$ cat config.mk
export PLATFORM = sky130hd
export DESIGN_NAME = mem_ans_buffer
export DESIGN_NICKNAME = d
export VERILOG_FILES = /design/src/source/mem_pkg.sv /design/src/source/except_pkg.sv /design/src/source/mem_ans_buffer.sv
export SDC_FILE = /design/constraint.sdc
export NUM_CORES = 1
export LEC_CHECK = 0
export ABC_AREA = 1
export BUFFER_PORTS_ARGS = -buffer_cell sky130_fd_sc_hd__buf_2
export CAP_MARGIN = 20
export CORE_ASPECT_RATIO = 1.75
export CORE_MARGIN = 3
export CORE_UTILIZATION = 42
export DETAILED_ROUTE_END_ITERATION = 8
export PLACE_DENSITY = 0.62
export SLEW_MARGIN = 15
export SYNTH_ARGS = -nofsm -noshare
export SYNTH_HDL_FRONTEND = slang
export SYNTH_SLANG_ARGS = --single-unit
$ cat constraint.sdc
create_clock -name clk_i -period 4.1 [get_ports clk_i]
set_input_delay 0.41 -clock clk_i [delete_from_list [all_inputs] [get_ports clk_i]]
set_output_delay 0.41 -clock clk_i [all_outputs]
set_load 0.02 [all_outputs]
$ cat src/source/mem_pkg.sv
// Memory widths and encodings; MEM_BYTES must be a power of two and data is 64 bits wide
package mem_pkg;

    // ----------------------------------------
    // Widths and memory size
    // ----------------------------------------
    localparam int ADDR_W     = 32;
    localparam int DATA_W     = 64;
    localparam int TAG_W      = 4;
    localparam int DATA_BYTES = DATA_W / 8;
    localparam int MEM_BYTES  = 256;
    localparam int MEM_AW     = $clog2(MEM_BYTES);

    typedef logic [ADDR_W-1:0] addr_t;
    typedef logic [DATA_W-1:0] data_t;
    typedef logic [TAG_W-1:0]  tag_t;
    // Byte index inside the array
    typedef logic [MEM_AW-1:0] idx_t;

    // ----------------------------------------
    // Request encodings
    // ----------------------------------------
    typedef logic [1:0] acc_type_t;
    localparam acc_type_t ACC_INSTR = 2'd0;
    localparam acc_type_t ACC_LD    = 2'd1;
    localparam acc_type_t ACC_ST    = 2'd2;

    typedef logic [2:0] ls_type_t;
    localparam ls_type_t LS_BYTE   = 3'd0;
    localparam ls_type_t LS_BYTE_U = 3'd1;
    localparam ls_type_t LS_HALF   = 3'd2;
    localparam ls_type_t LS_HALF_U = 3'd3;
    localparam ls_type_t LS_WORD   = 3'd4;
    localparam ls_type_t LS_WORD_U = 3'd5;
    localparam ls_type_t LS_DWORD  = 3'd6;

    // Log2 of the access size in bytes
    typedef logic [1:0] size_t;

endpackage

$ cat src/source/except_pkg.sv
// Exception codes follow the RISC-V mcause numbering, memory faults only
package except_pkg;

    typedef logic [3:0] except_code_t;

    // Instruction fetch
    localparam except_code_t E_I_ADDR_MISALIGNED  = 4'd0;
    localparam except_code_t E_I_ACCESS_FAULT     = 4'd1;

    // Loads
    localparam except_code_t E_LD_ADDR_MISALIGNED = 4'd4;
    localparam except_code_t E_LD_ACCESS_FAULT    = 4'd5;

    // Stores
    localparam except_code_t E_ST_ADDR_MISALIGNED = 4'd6;
    localparam except_code_t E_ST_ACCESS_FAULT    = 4'd7;

    // Also sent when no exception is raised
    localparam except_code_t E_UNKNOWN            = 4'd15;

endpackage

$ cat src/source/mem_ans_buffer.sv
// Two-entry spill buffer; ready_o is registered and answers accepted during a flush are lost
`timescale 1ns/10ps

module mem_ans_buffer (
    input  logic                     clk_i,
    input  logic                     arst_n_i,
    input  logic                     flush_i,
    input  logic                     valid_i,
    input  logic                     ready_i,
    input  mem_pkg::tag_t            in_tag_i,
    input  mem_pkg::acc_type_t       in_acc_type_i,
    input  mem_pkg::addr_t           in_addr_i,
    input  mem_pkg::data_t           in_value_i,
    input  logic                     in_except_i,
    input  except_pkg::except_code_t in_except_code_i,
    output logic                     valid_o,
    output logic                     ready_o,
    output mem_pkg::tag_t            out_tag_o,
    output mem_pkg::acc_type_t       out_acc_type_o,
    output mem_pkg::addr_t           out_addr_o,
    output mem_pkg::data_t           out_value_o,
    output logic                     out_except_o,
    output except_pkg::except_code_t out_except_code_o
);

    logic                     main_valid_q;
    logic                     spill_valid_q;
    logic                     accept;
    logic                     take;
    logic                     main_load;
    logic                     spill_load;

    mem_pkg::tag_t            spill_tag_q;
    mem_pkg::acc_type_t       spill_acc_type_q;
    mem_pkg::addr_t           spill_addr_q;
    mem_pkg::data_t           spill_value_q;
    logic                     spill_except_q;
    except_pkg::except_code_t spill_except_code_q;

    assign ready_o = !spill_valid_q;
    assign valid_o = main_valid_q;
    assign accept  = valid_i && ready_o;
    assign take    = main_valid_q && ready_i;

    // Main entry refills whenever it is empty or being drained
    assign main_load  = !main_valid_q || take;
    // Spill catches an answer only when main is held
    assign spill_load = accept && main_valid_q && !take;

    // ----------------------------------------
    // Valid flags
    // ----------------------------------------
    always_ff @(posedge clk_i or negedge arst_n_i) begin
        if (!arst_n_i) begin
            main_valid_q  <= 1'b0;
            spill_valid_q <= 1'b0;
        end else if (flush_i) begin
            main_valid_q  <= 1'b0;
            spill_valid_q <= 1'b0;
        end else begin
            if (main_load) begin
                main_valid_q <= spill_valid_q || accept;
            end
            if (spill_valid_q && take) begin
                spill_valid_q <= 1'b0;
            end else if (spill_load) begin
                spill_valid_q <= 1'b1;
            end
        end
    end

    // ----------------------------------------
    // Payload registers
    // ----------------------------------------
    always_ff @(posedge clk_i) begin
        if (main_load) begin
            // Older answer in the spill entry goes out first
            if (spill_valid_q) begin
                out_tag_o         <= spill_tag_q;
                out_acc_type_o    <= spill_acc_type_q;
                out_addr_o        <= spill_addr_q;
                out_value_o       <= spill_value_q;
                out_except_o      <= spill_except_q;
                out_except_code_o <= spill_except_code_q;
            end else begin
                out_tag_o         <= in_tag_i;
                out_acc_type_o    <= in_acc_type_i;
                out_addr_o        <= in_addr_i;
                out_value_o       <= in_value_i;
                out_except_o      <= in_except_i;
                out_except_code_o <= in_except_code_i;
            end
        end
        if (spill_load) begin
            spill_tag_q         <= in_tag_i;
            spill_acc_type_q    <= in_acc_type_i;
            spill_addr_q        <= in_addr_i;
            spill_value_q       <= in_value_i;
            spill_except_q      <= in_except_i;
            spill_except_code_q <= in_except_code_i;
        end
    end

endmodule

-- Word-level counts from Yosys, hierarchy flattened
Index checks and enable logic that the tools add are counted.
- memories: 0
- bits in writable memories: 0
- output and inout port bits: 109
- logic and storage cells: 37
- register bits after elaboration: 216
- input port bits: 112
- bits in read-only memories: 0
- latch bits: 0
- muxes and demuxes: 11
- add/sub/neg operators: 0
- bitwise logic cells: 0
- equality and inequality tests: 0
- reductions and logical operators: 12
- divide/modulo/power cells: 0
- order comparisons: 0
- shift operators: 0
- multipliers: 0
- operators by type and width (kind ; count):
    $mux W64 ; 1
    $mux W32 ; 1
    $mux W4 ; 2
    $mux W1 ; 6
    $logic_and A1 B1 Y1 ; 5
    $logic_not A1 Y1 ; 3
    $reduce_bool A3 Y1 ; 1
    $logic_or A1 B1 Y1 ; 2
    $mux W2 ; 1
    $reduce_bool A2 Y1 ; 1

-- Longest topological paths before layout
- depth after elaboration: 7
- depth in mapped cells: 5
- mapped depth without buffers: 4

-- Least setup slack after synthesis
OpenSTA, ideal clock, no wires.
- kind: flip-flop to flip-flop
- start: register spill_valid_q
- end: register spill_acc_type_q[0], enable pin
- path slack: 0.769 ns
- setup time: 0.461 ns
- arrival time: 2.871 ns
- stages on the path, launching flop included: 6
- data required time: 3.639 ns
- buffers on the path: 2
- period minus slack after synthesis: 3.331 ns
- cell sequence: dfrtp_1 > buf_6 > buf_6 > nor2_2 > nand2_1 > inv_1
- longest elaborated chain between the ends: 4
- RTL lines (what ; RTL line ; text):
    start: declaration ; mem_ans_buffer.sv:27 ; logic spill_valid_q;
    start signal: assignment ; mem_ans_buffer.sv:56 ; spill_valid_q <= 1'b0;
    start signal: assignment ; mem_ans_buffer.sv:59 ; spill_valid_q <= 1'b0;
    start signal: assignment ; mem_ans_buffer.sv:65 ; spill_valid_q <= 1'b0;
    $logic_not A1 Y1 ; mem_ans_buffer.sv:40 ; assign ready_o = !spill_valid_q;
    $logic_and A1 B1 Y1 ; mem_ans_buffer.sv:42 ; assign accept = valid_i && ready_o;
    $logic_and A1 B1 Y1 (2 in series) ; mem_ans_buffer.sv:48 ; assign spill_load = accept && main_valid_q && !take;
    via spill_load ; mem_ans_buffer.sv:31 ; logic spill_load;
    end signal: assignment ; mem_ans_buffer.sv:96 ; spill_acc_type_q <= in_acc_type_i;
    end: declaration ; mem_ans_buffer.sv:34 ; mem_pkg::acc_type_t spill_acc_type_q;
The timed path passes the listed nets, and every way through them passes these cells.
A chain may end at the register's enable or synchronous reset.

-- Worst setup path after layout
- start: register spill_valid_q
- end: output ready_o
- longest elaborated chain between the ends: 1
- RTL lines (what ; RTL line ; text):
    $logic_not A1 Y1 ; mem_ans_buffer.sv:40 ;
    end: declaration ; mem_ans_buffer.sv:17 ; output logic ready_o,
Every way passes these cells.

==> out/results.txt <==
status: finished clean
routed vias/inst: 4.636
CTS resizes: 0
final hold viol count: 0
CTS Buf Count: 20
Hold Startpoint: flush_i
Die Y: 187.6 um
First-pass DRT Iterations: 4
Synth cell types: 12
Max stage delay on crit path: 0.67 ns
DIE WIDTH: 109.8 um
fraction of layout instances using a drive strength above 1: 31.53%
final wirelength: 17170 um
Worst slew margin: 43.30%
Worst Path Arrival: 2.25 ns
Syn Nets: 687
# Max-Cap Violations: 0
Final min period: 2.660 ns
Setup Skew: 0.01038 ns
num ports: 221
vias: 4877
reg2reg end: spill_value_q[21]
Final nets: 913
H-tree levels: 1
post-synthesis mux area share: 0%
Root Driver: clkbuf_16
Tot GR Track Use: 16.74%
worst r2r path cells: 4
part of the Yosys area used for sequential elements: 81.86%
clock slew at reported path FFs: 0.06 ns
Critical Path RT: 3.69 ns
Max Clk Rate: 375.9 MHz
post-placement cell count: 1012
simple-gate share of the synthesized area: 15.56%
Port Buffers: 220
crit path capture type: output pin
vias in the first global route: 5017
total power divided by cell area: 493.4 nW/um^2
Final Cycle Share: 64.89%
complex-gate fraction of the synthesized area: 0.1898%
Hold Crit Class: input port to register
Cell Area, Synth: 7911 um^2
Post-Route Utilization: 53.81%
global-route wire length before repair: 26540 um
synthesized flop and latch total: 216
Crit Path Category: register to output pin
Worst setup SP type: register
Sum Neg Setup Slack: 0 ns
setup slack, reg-to-reg: 1.77 ns
Post-Synth XOR/XNOR Area: 0%
worst-path cell chain: clkinv_2 -> buf_2
Post-route DRC: 0
DR iter-0 viols: 191
most frequent cells in the layout: 323 x nand2_1, 220 x buf_2, 214 x edfxtp_1
Placer Congestion: 0.7957
CTS tree: done
hold endpoint: valid_o
total grt overflow: 0
Crit Path Max Fanout: 51
Slowest cell on crit path: clkinv_2
average cell area after synthesis: 13.76 um^2
cells after synthesis: 575
core area: 18300 um^2
synth warn: 0
fin. max-slew vios: 0
Max VDD drop: 362.7 uV
RR Startpoint: spill_valid_q
Setup-failing EPs final: 0
Clk Latency, worst-skew pair: 0.48 ns
worst slew pin tran: 0.8506 ns
WL/cell: 16.33 um
RSZ-0062 raised after global routing: no
Hold Slack: 0.1060 ns
initial core utilization: 43.23%
Final ANT Viol Nets: 0
dpl hpwl: 11950 um
pin count of the biggest net entering global routing: 81
floorplan row count: 65
maximum clock path buffer count: 3
combinational family with the most area after synthesis: simple AND/OR/NAND/NOR gates
Num Clock Sinks: 216
full die area: 20580 um^2
Cell Count, Final, Fillers Out: 1052
most common cell after layout, fill and taps aside: nand2_1
Worst Hold Path Cells: 2
initial antenna violation count: 3
Layout area overhead: 24.45%
Pleak: 4.275 nW
Synth Area in Adders: 0%
state kept, by name (all words and copies together) (netlist names):
name / count
out_acc_type_o: 2
out_addr_o: 32
out_except_code_o: 4
out_except_o: 1
out_tag_o: 4
out_value_o: 64
spill_acc_type_q: 2
spill_addr_q: 32
spill_except_code_q: 4
spill_except_q: 1
spill_tag_q: 4
spill_valid_q: 1
spill_value_q: 64
valid_o: 1
critical path, delay by kind of cell (launching register included):
kind	cells	cell delay, ns
buf+inv	2	1.08
flops	1	0.64
kinds of logic after synthesis:
logic type | Yosys count
buf+inv | 30
compound gates | 2
flops | 216
simple gates | 327
stage by stage:
step	cell area, um^2	setup slack, ns	power [mW]
4_1_cts	9838	1.388	4.933
6_report	9846	1.440	4.857
3_3_place_gp	9206	1.809	3.149
2_1_floorplan	7911	0.7686	2.948
3_5_place_dp	9206	1.770	3.163
5_1_grt	9846	1.267	5.050
per-layer routing:
metal	routed length (um)	up-vias	GRT usage (%)
met1	6094	2273	18.61
met3	1021	50	3.272
met5	0	-	0
met2	9277	161	29.72
li1	-	2393	-
met4	779	0	8.353
worst max path at each step:
stage                             start                      to  slack (ns)
after global routing      spill_valid_q                 ready_o        1.27
after CTS                 spill_valid_q                 ready_o        1.39
final                     spill_valid_q                 ready_o        1.44
after global placement    spill_valid_q  spill_except_code_q[2]        1.81
after floorplan           spill_valid_q     spill_acc_type_q[0]        0.77
after detailed placement  spill_valid_q          out_addr_o[27]        1.77
repair_timing:
item,4_1_cts,5_1_grt
setup buffers,0,0
hold buffers,1,0
endpoints found under the hold margin,2,0
final cells by class:
cell class | instances | area, um^2
inverters | 6 | 26.28
flip-flops and latches | 216 | 6480
fillers | 1618 | 8453
repair buffers | 228 | 1164
clock inverters | 12 | 85.08
diodes | 3 | 7.507
clock buffers | 24 | 536.8
well taps | 234 | 292.8
multi-input cells | 329 | 1254
power by group:
part	internal [mW]	switching [mW]
Combinational	0.147	0.324
Sequential	2.59	0.0443
Clock	0.997	0.754
Total	3.74	1.12
cell usage after synthesis:
library cell / count / area share, %
a21oi_2: 1 / 0.11
buf_4: 11 / 1.0
edfxtp_1: 214 / 81
inv_1: 6 / 0.28
nand3_1: 1 / 0.063
dfrtp_1: 2 / 0.63
a31oi_1: 1 / 0.079
nor2_1: 1 / 0.047
buf_2: 10 / 0.63
buf_6: 3 / 0.43
nor2_2: 1 / 0.079
nand2_1: 324 / 15
Note: power is estimated with default switching activity, not from simulation.
