## config.mk

```make
export PLATFORM = sky130hd
export DESIGN_NAME = mem_req_check
export DESIGN_NICKNAME = d
export VERILOG_FILES = /design/src/source/mem_pkg.sv /design/src/source/except_pkg.sv /design/src/source/mem_req_check.sv
export SDC_FILE = /design/constraint.sdc
export NUM_CORES = 1
export LEC_CHECK = 0
export BUFFER_PORTS_ARGS = -buffer_cell sky130_fd_sc_hd__buf_4
export CAP_MARGIN = 40
export CORE_MARGIN = 2
export CORE_UTILIZATION = 40
export DETAILED_ROUTE_END_ITERATION = 16
export PLACE_DENSITY = 0.68
export SYNTH_ARGS = -nofsm -noshare
export SYNTH_HDL_FRONTEND = slang
export SYNTH_SLANG_ARGS = --single-unit
```

## constraint.sdc

```tcl
create_clock -name vclk -period 4.7
set_clock_uncertainty 0.2 [all_clocks]
set_input_delay 0.47 -clock vclk [all_inputs]
set_output_delay 0.47 -clock vclk [all_outputs]
set_load 0.005 [all_outputs]
```

## src/source/mem_pkg.sv

```systemverilog
// Memory widths and encodings; MEM_BYTES must be a power of two and data is 64 bits wide
package mem_pkg;

    // ----------------------------------------
    // Widths and memory size
    // ----------------------------------------
    localparam int ADDR_W     = 32;
    localparam int DATA_W     = 64;
    localparam int TAG_W      = 4;
    localparam int DATA_BYTES = DATA_W / 8;
    localparam int MEM_BYTES  = 256;
    localparam int MEM_AW     = $clog2(MEM_BYTES);

    typedef logic [ADDR_W-1:0] addr_t;
    typedef logic [DATA_W-1:0] data_t;
    typedef logic [TAG_W-1:0]  tag_t;
    // Byte index inside the array
    typedef logic [MEM_AW-1:0] idx_t;

    // ----------------------------------------
    // Request encodings
    // ----------------------------------------
    typedef logic [1:0] acc_type_t;
    localparam acc_type_t ACC_INSTR = 2'd0;
    localparam acc_type_t ACC_LD    = 2'd1;
    localparam acc_type_t ACC_ST    = 2'd2;

    typedef logic [2:0] ls_type_t;
    localparam ls_type_t LS_BYTE   = 3'd0;
    localparam ls_type_t LS_BYTE_U = 3'd1;
    localparam ls_type_t LS_HALF   = 3'd2;
    localparam ls_type_t LS_HALF_U = 3'd3;
    localparam ls_type_t LS_WORD   = 3'd4;
    localparam ls_type_t LS_WORD_U = 3'd5;
    localparam ls_type_t LS_DWORD  = 3'd6;

    // Log2 of the access size in bytes
    typedef logic [1:0] size_t;

endpackage

```

## src/source/except_pkg.sv

```systemverilog
// Exception codes follow the RISC-V mcause numbering, memory faults only
package except_pkg;

    typedef logic [3:0] except_code_t;

    // Instruction fetch
    localparam except_code_t E_I_ADDR_MISALIGNED  = 4'd0;
    localparam except_code_t E_I_ACCESS_FAULT     = 4'd1;

    // Loads
    localparam except_code_t E_LD_ADDR_MISALIGNED = 4'd4;
    localparam except_code_t E_LD_ACCESS_FAULT    = 4'd5;

    // Stores
    localparam except_code_t E_ST_ADDR_MISALIGNED = 4'd6;
    localparam except_code_t E_ST_ACCESS_FAULT    = 4'd7;

    // Also sent when no exception is raised
    localparam except_code_t E_UNKNOWN            = 4'd15;

endpackage

```

## src/source/mem_req_check.sv

```systemverilog
// Purely combinational; misalignment wins over range faults and fetches are word reads
`timescale 1ns/10ps

module mem_req_check (
    input  mem_pkg::acc_type_t       req_acc_type_i,
    input  mem_pkg::ls_type_t        req_ls_type_i,
    input  mem_pkg::addr_t           req_addr_i,
    output mem_pkg::size_t           size_o,
    output logic                     signed_o,
    output logic                     access_ok_o,
    output logic                     except_o,
    output except_pkg::except_code_t except_code_o
);

    logic [3:0]               nbytes;
    logic [2:0]               align_mask;
    logic [mem_pkg::ADDR_W:0] end_addr;
    logic                     misaligned;
    logic                     out_of_range;

    // ----------------------------------------
    // Size and sign decode
    // ----------------------------------------
    always_comb begin
        size_o = 2'd2;
        if (req_acc_type_i != mem_pkg::ACC_INSTR) begin
            case (req_ls_type_i)
                mem_pkg::LS_BYTE, mem_pkg::LS_BYTE_U: size_o = 2'd0;
                mem_pkg::LS_HALF, mem_pkg::LS_HALF_U: size_o = 2'd1;
                mem_pkg::LS_WORD, mem_pkg::LS_WORD_U: size_o = 2'd2;
                default:                              size_o = 2'd3;
            endcase
        end
    end

    // Only loads sign-extend
    assign signed_o = (req_acc_type_i == mem_pkg::ACC_LD) &&
                      (req_ls_type_i inside {mem_pkg::LS_BYTE, mem_pkg::LS_HALF,
                                             mem_pkg::LS_WORD});

    // ----------------------------------------
    // Fault detection
    // ----------------------------------------
    assign nbytes     = 4'd1 << size_o;
    assign align_mask = 3'(nbytes - 4'd1);
    assign misaligned = |(req_addr_i[2:0] & align_mask);

    // One past the last byte touched, with a carry bit for addresses near the top
    assign end_addr     = {1'b0, req_addr_i} + {{(mem_pkg::ADDR_W-3){1'b0}}, nbytes};
    assign out_of_range = end_addr > (mem_pkg::ADDR_W+1)'(mem_pkg::MEM_BYTES);

    assign except_o    = misaligned || out_of_range;
    assign access_ok_o = !except_o;

    always_comb begin
        except_code_o = except_pkg::E_UNKNOWN;
        if (misaligned) begin
            case (req_acc_type_i)
                mem_pkg::ACC_INSTR: except_code_o = except_pkg::E_I_ADDR_MISALIGNED;
                mem_pkg::ACC_LD:    except_code_o = except_pkg::E_LD_ADDR_MISALIGNED;
                mem_pkg::ACC_ST:    except_code_o = except_pkg::E_ST_ADDR_MISALIGNED;
                default:            except_code_o = except_pkg::E_UNKNOWN;
            endcase
        end else if (out_of_range) begin
            case (req_acc_type_i)
                mem_pkg::ACC_INSTR: except_code_o = except_pkg::E_I_ACCESS_FAULT;
                mem_pkg::ACC_LD:    except_code_o = except_pkg::E_LD_ACCESS_FAULT;
                mem_pkg::ACC_ST:    except_code_o = except_pkg::E_ST_ACCESS_FAULT;
                default:            except_code_o = except_pkg::E_UNKNOWN;
            endcase
        end
    end

endmodule

```

* Word-level counts from Yosys, hierarchy flattened
Cells that the tools add are included.
** Storage, ports and cells
- Bits of input ports :: 37
- Output and inout bits :: 9
- Word-level logic and storage cells :: 29
- Bits in registers :: 0
** Cells by class
- Equality and inequality tests :: 7
- Order comparisons :: 1
- Shifts and indexed selects :: 1
- $add $sub $neg :: 2
- Reductions and logical operators :: 11
- Bitwise gates (word level) :: 1
- Mux-type cells :: 6
** Operator list (number)
- adder 32 x 4 -> 33 bit :: 1
- > comparator 33 x 9 -> 1 bit (second input constant) :: 1
- one-hot mux 4 bit (3 select lines) :: 2
- two-way mux 4 bit :: 2
- equality test 3 x 2 -> 1 bit (second input constant) :: 2
- equality test 3 bit (second input constant) :: 2
- one-hot mux 2 bit (3 select lines) :: 1
- OR reduction 2 bit :: 3
- << shifter 1 x 2 -> 4 bit (first input constant) :: 1
- AND 3 bit :: 1
- equality test 3 x 1 -> 1 bit (second input constant) :: 1
- logical NOT 3 bit :: 1
- nonzero test 3 bit :: 1
- OR reduction 3 bit :: 1
- subtractor 3 x 1 -> 3 bit (second input constant) :: 1
- equality test 2 x 1 -> 1 bit (second input constant) :: 1
- equality test 2 bit (second input constant) :: 1
- logical NOT 2 bit :: 1
- two-way mux 2 bit :: 1
- nonzero test 2 bit :: 1
- logical AND 1 bit :: 1
- logical NOT 1 bit :: 1
- logical OR 1 bit :: 1

* Logic depth before layout (Yosys ltp)
- Depth after elaboration :: 10
- Mapped depth :: 14
- Mapped depth without buffers :: 13

* Least setup slack after synthesis
OpenSTA, ideal clock, no wires.
- Path kind :: input to output
- From :: in req_acc_type_i[1]
- To :: out except_o
- Data arrival time :: 3.272 ns
- Stages on the path :: 14
- Data required time :: 4.030 ns
- Path buffers :: 1
- Setup slack :: 0.758 ns
- Cell sequence :: nor2_1 -> nor2_1 -> inv_1 -> nor2_1 -> ha_1 -> fa_1 -> a211oi_1 -> nor2_1 -> clkbuf_1 -> nand4_1 -> mux2i_1 -> o21ai_1 -> or4b_4 -> or3_1
** On the way
- Longest elaborated chain between the ends :: 7
- Elaborated cells on any way between the ends :: 9
- Those cells by class :: add/sub: 2; order compare: 1; shift: 1; mux: 1; bitwise: 1; reduce/logical: 3
** Ends and longest elaborated chain
- start, declared :: line mem_req_check.sv:5 : input mem_pkg::acc_type_t req_acc_type_i,
- nonzero test 2 bit * :: line mem_req_check.sv:26 : if (req_acc_type_i != mem_pkg::ACC_INSTR) begin
- two-way mux 2 bit * :: line mem_req_check.sv:26
- via size_o[1] :: line mem_req_check.sv:8 : output mem_pkg::size_t size_o,
- << shifter 1 x 2 -> 4 bit * :: line mem_req_check.sv:44 : assign nbytes = 4'd1 << size_o;
- parallel branches: the longest is 3 deep, another holds adder 32 x 4 -> 33 bit
- logical OR 1 bit * :: line mem_req_check.sv:52 : assign except_o = misaligned || out_of_range;
- end, declared :: line mem_req_check.sv:11 : output logic except_o,
Mark *: on every way through the listed nets, which the timed path passes.

* Worst setup path in the final report
- From :: in req_acc_type_i[1]
- To :: out except_o
** On the way
- Longest elaborated chain between the ends :: 7
- Elaborated cells on any way between the ends :: 9
- Those cells by class :: add/sub: 2; order compare: 1; shift: 1; mux: 1; bitwise: 1; reduce/logical: 3
** Ends and longest elaborated chain (line)
- nonzero test 2 bit * :: mem_req_check.sv:26
- two-way mux 2 bit * :: mem_req_check.sv:26
- << shifter 1 x 2 -> 4 bit * :: mem_req_check.sv:44
- parallel branches: the longest is 3 deep, another holds adder 32 x 4 -> 33 bit
- logical OR 1 bit * :: mem_req_check.sv:52
Mark *: on every way between the ends.

==> results_dict.tcl <==
set metrics [dict create \
    status "complete, no violations" \
    stdcell_area_sq_um 1390 \
    footprint_of_the_multi_input_gates_sq_um 983 \
    synth.avg_cell_area_sq_um 6.61 \
    layout-drive-gt1-share_pct 32.0 \
    route.detailed.wl_per_inst_um 14.5 \
    floorplan.die.width_um 54.3 \
    place.port_buffers 46 \
    power.static_leakage_nw 0.599 \
    seq_power_share_pct 0 \
    wire_length_of_the_first_global_routing_pass_mm 5.02 \
    timing.setup.tns_ps 0 \
    crit_path_slowest_cell "or4b_4" \
    num-nets-final 242 \
    min-delay-start "req_ls_type_i[2]" \
    vias_per_cell 5.97 \
    utilization_pct 57.1 \
    total_power_per_unit_cell_area_nw_per_um2 73.6 \
    worst_setup_path_end_kind "output port" \
    synthesis.instances 153 \
    drtPass1Iterations 4 \
    share_of_total_power_consumed_by_net_switching_pct 51.8 \
    io_pins 46 \
    floorplan.die.height_um 54.3 \
    post_synth_num_cell_types 50 \
    regArea_sq_um 0 \
    gp_congestion 0.881 \
    floorplan.rows 18 \
    pin_count_of_the_biggest_net_entering_global_routing 14 \
    initial_core_util_pct 41.6 \
    critPathLaunch "req_acc_type_i[1]" \
    net-switching-power_w 0.0000530 \
    worst_slew_margin_rel_pct 55.5 \
    synth-warning-count 0 \
    timing.fmax_ghz 0.227 \
    post_cts_hold_buffer_count 0 \
    grt_remaining_overflow 0 \
    numPlacedInstances 227 \
    post_dp_cell_area_sq_um 1390 \
    postSynthNetCount 196 \
    ir_drop_mv 0.0532 \
    layout.clock_buffers 0 \
    report.final.hold_viol_count 0 \
    cap_viol_max_count 0 \
    route.antenna.remaining_nets 0 \
    power_w 0.000102 \
    detail_route.iter0.violations 42 \
    synth.cell_area_sq_um 1010 \
    synthTopCellsByArea "nand4_1, nor2_1, nand3_1, ha_1, xor2_1" \
    post_route_minimum_period_ps 4410 \
    worst_hold_path_type "in -> out" \
    proportion_of_power_drawn_by_the_clock_network_pct 0 \
    crit_type "in -> out" \
    period_share_pct 93.8 \
    place.detailed.hpwl_mm 2.75 \
    max_slew.worst_pin.slew_ps 667 \
    post_layout_cell_count 227 \
    synth_top_area_share_pct 8.04 \
    largest_area_contributor_in_the_synthesized_netlist "nand4_1" \
    floorplan.die_area_sq_um 2950 \
    synth_most_common_cell "nor2_1" \
    unrepaired_setup_endpoints_after_global_routing "no" \
    area_growth_synth_to_finish_pct 37.4 \
    diodes 0 \
    maximum_fanout_encountered_on_the_critical_timing_path 13 \
    post_cts.repair.setup_buffers 0 \
    filler_cell_count 265 \
    sequential_cell_total 0 \
    critical_path_arrival_ps 3740 \
    finalSetupViolCount 0 \
    post_cts.resized_instances 0 \
    setup.worst_path.start_class "input port" \
    number_of_antenna_violations_at_the_first_check_in_global_routing 0 \
    via_count 1356 \
    critical_path.most_common_cell "nor2_1" \
    timing.critical_path.required_ps 4030 \
    post_synth_most_frequent_cells "nor2_1, nand3_1, nand4_1, nand2_1" \
    floorplan.core_area_sq_um 2430 \
    first_global_vias 1113 \
    power.internal_w 0.0000493 \
    critical_path.cell_chain "buf_4, nor2_1, nor2_1, inv_1, nor2_1, ha_1, fa_1, a211oi_1, nor2_2, nand4_1, xor2_1, o2111ai_1, or4b_4, or3_1, buf_4" \
    grt_use_total_pct 22.5 \
    synth-seq-area-share_pct 0 \
    drt_wl_total_mm 3.29 \
    drc 0 \
    critical-path-max-stage-delay_ps 590 \
    share_comb_of_total_power_pct 100.0 \
    timing_max_transition_violations_final 0 \
]
power by group through the flow:
stage               Clock (W)  Sequential, W  Combinational (W)
floorplan                   0              0          0.0000484
global placement            0              0          0.0000984
detailed placement          0              0           0.000101
CTS                         0              0           0.000101
global route                0              0           0.000112
finish                      0              0           0.000102
cell families (layout without fill, tap and decap cells):
| kind of cell | count (synthesis) | after routing | share of synthesized area, % |
|---|---|---|---|
| simple gates | 90 | 90 | 51.5 |
| compound gates | 37 | 37 | 26.4 |
| xor+xnor | 8 | 8 | 6.93 |
| buf+inv | 8 | 52 | 2.97 |
| fa+ha+maj | 6 | 6 | 8.17 |
| mux | 4 | 4 | 4.08 |
critical path: cells and delay by family:
kind	cells	cell delay (ps)
compound gates	2	540
buf+inv	3	350
xor+xnor	1	160
simple gates	7	1590
fa+ha+maj	2	640
per-layer routing:
layer  up-vias  global-route usage [%]  wire length, um
met5         -                       0                0
met4         0                    2.08               24
met3         2                   0.546              244
met2        50                    36.9             1510
met1       618                    33.8             1510
li1        686                       -                -
cells in the final DEF, fill, tap and decap left out, types with 5 or more instances in the layout:
| master | n |
|---|---|
| o21ai_0 | 7 |
| nor2_1 | 18 |
| nor3_1 | 6 |
| nand2_1 | 11 |
| and3_1 | 5 |
| nand3_1 | 13 |
| inv_1 | 6 |
| buf_4 | 46 |
| ha_1 | 5 |
| nand4_1 | 13 |
| xor2_1 | 7 |
| a21oi_1 | 5 |
path summary, 6_finish.rpt:
| kind | slack (ps) | depth (start not counted) | to |
|---|---|---|---|
| worst min-delay path | 1000 | 3 | signed_o |
| worst max-delay path | 290 | 15 | except_o |
metrics by stage:
stage / setup slack (ps) / hold WS [ps]
floorplan: 758 / 791
global placement: 346 / 1000
detailed placement: 265 / 1010
CTS: 245 / 1010
global route: 29.6 / 1020
finish: 290 / 1000
cell type report:
class              instances  area share (%)
repair buffers            46            24.9
well taps                 30            2.70
multi-input cells        145            70.8
inverters                  6            1.62
No activity file was read; power rests on OpenSTA's default activity.
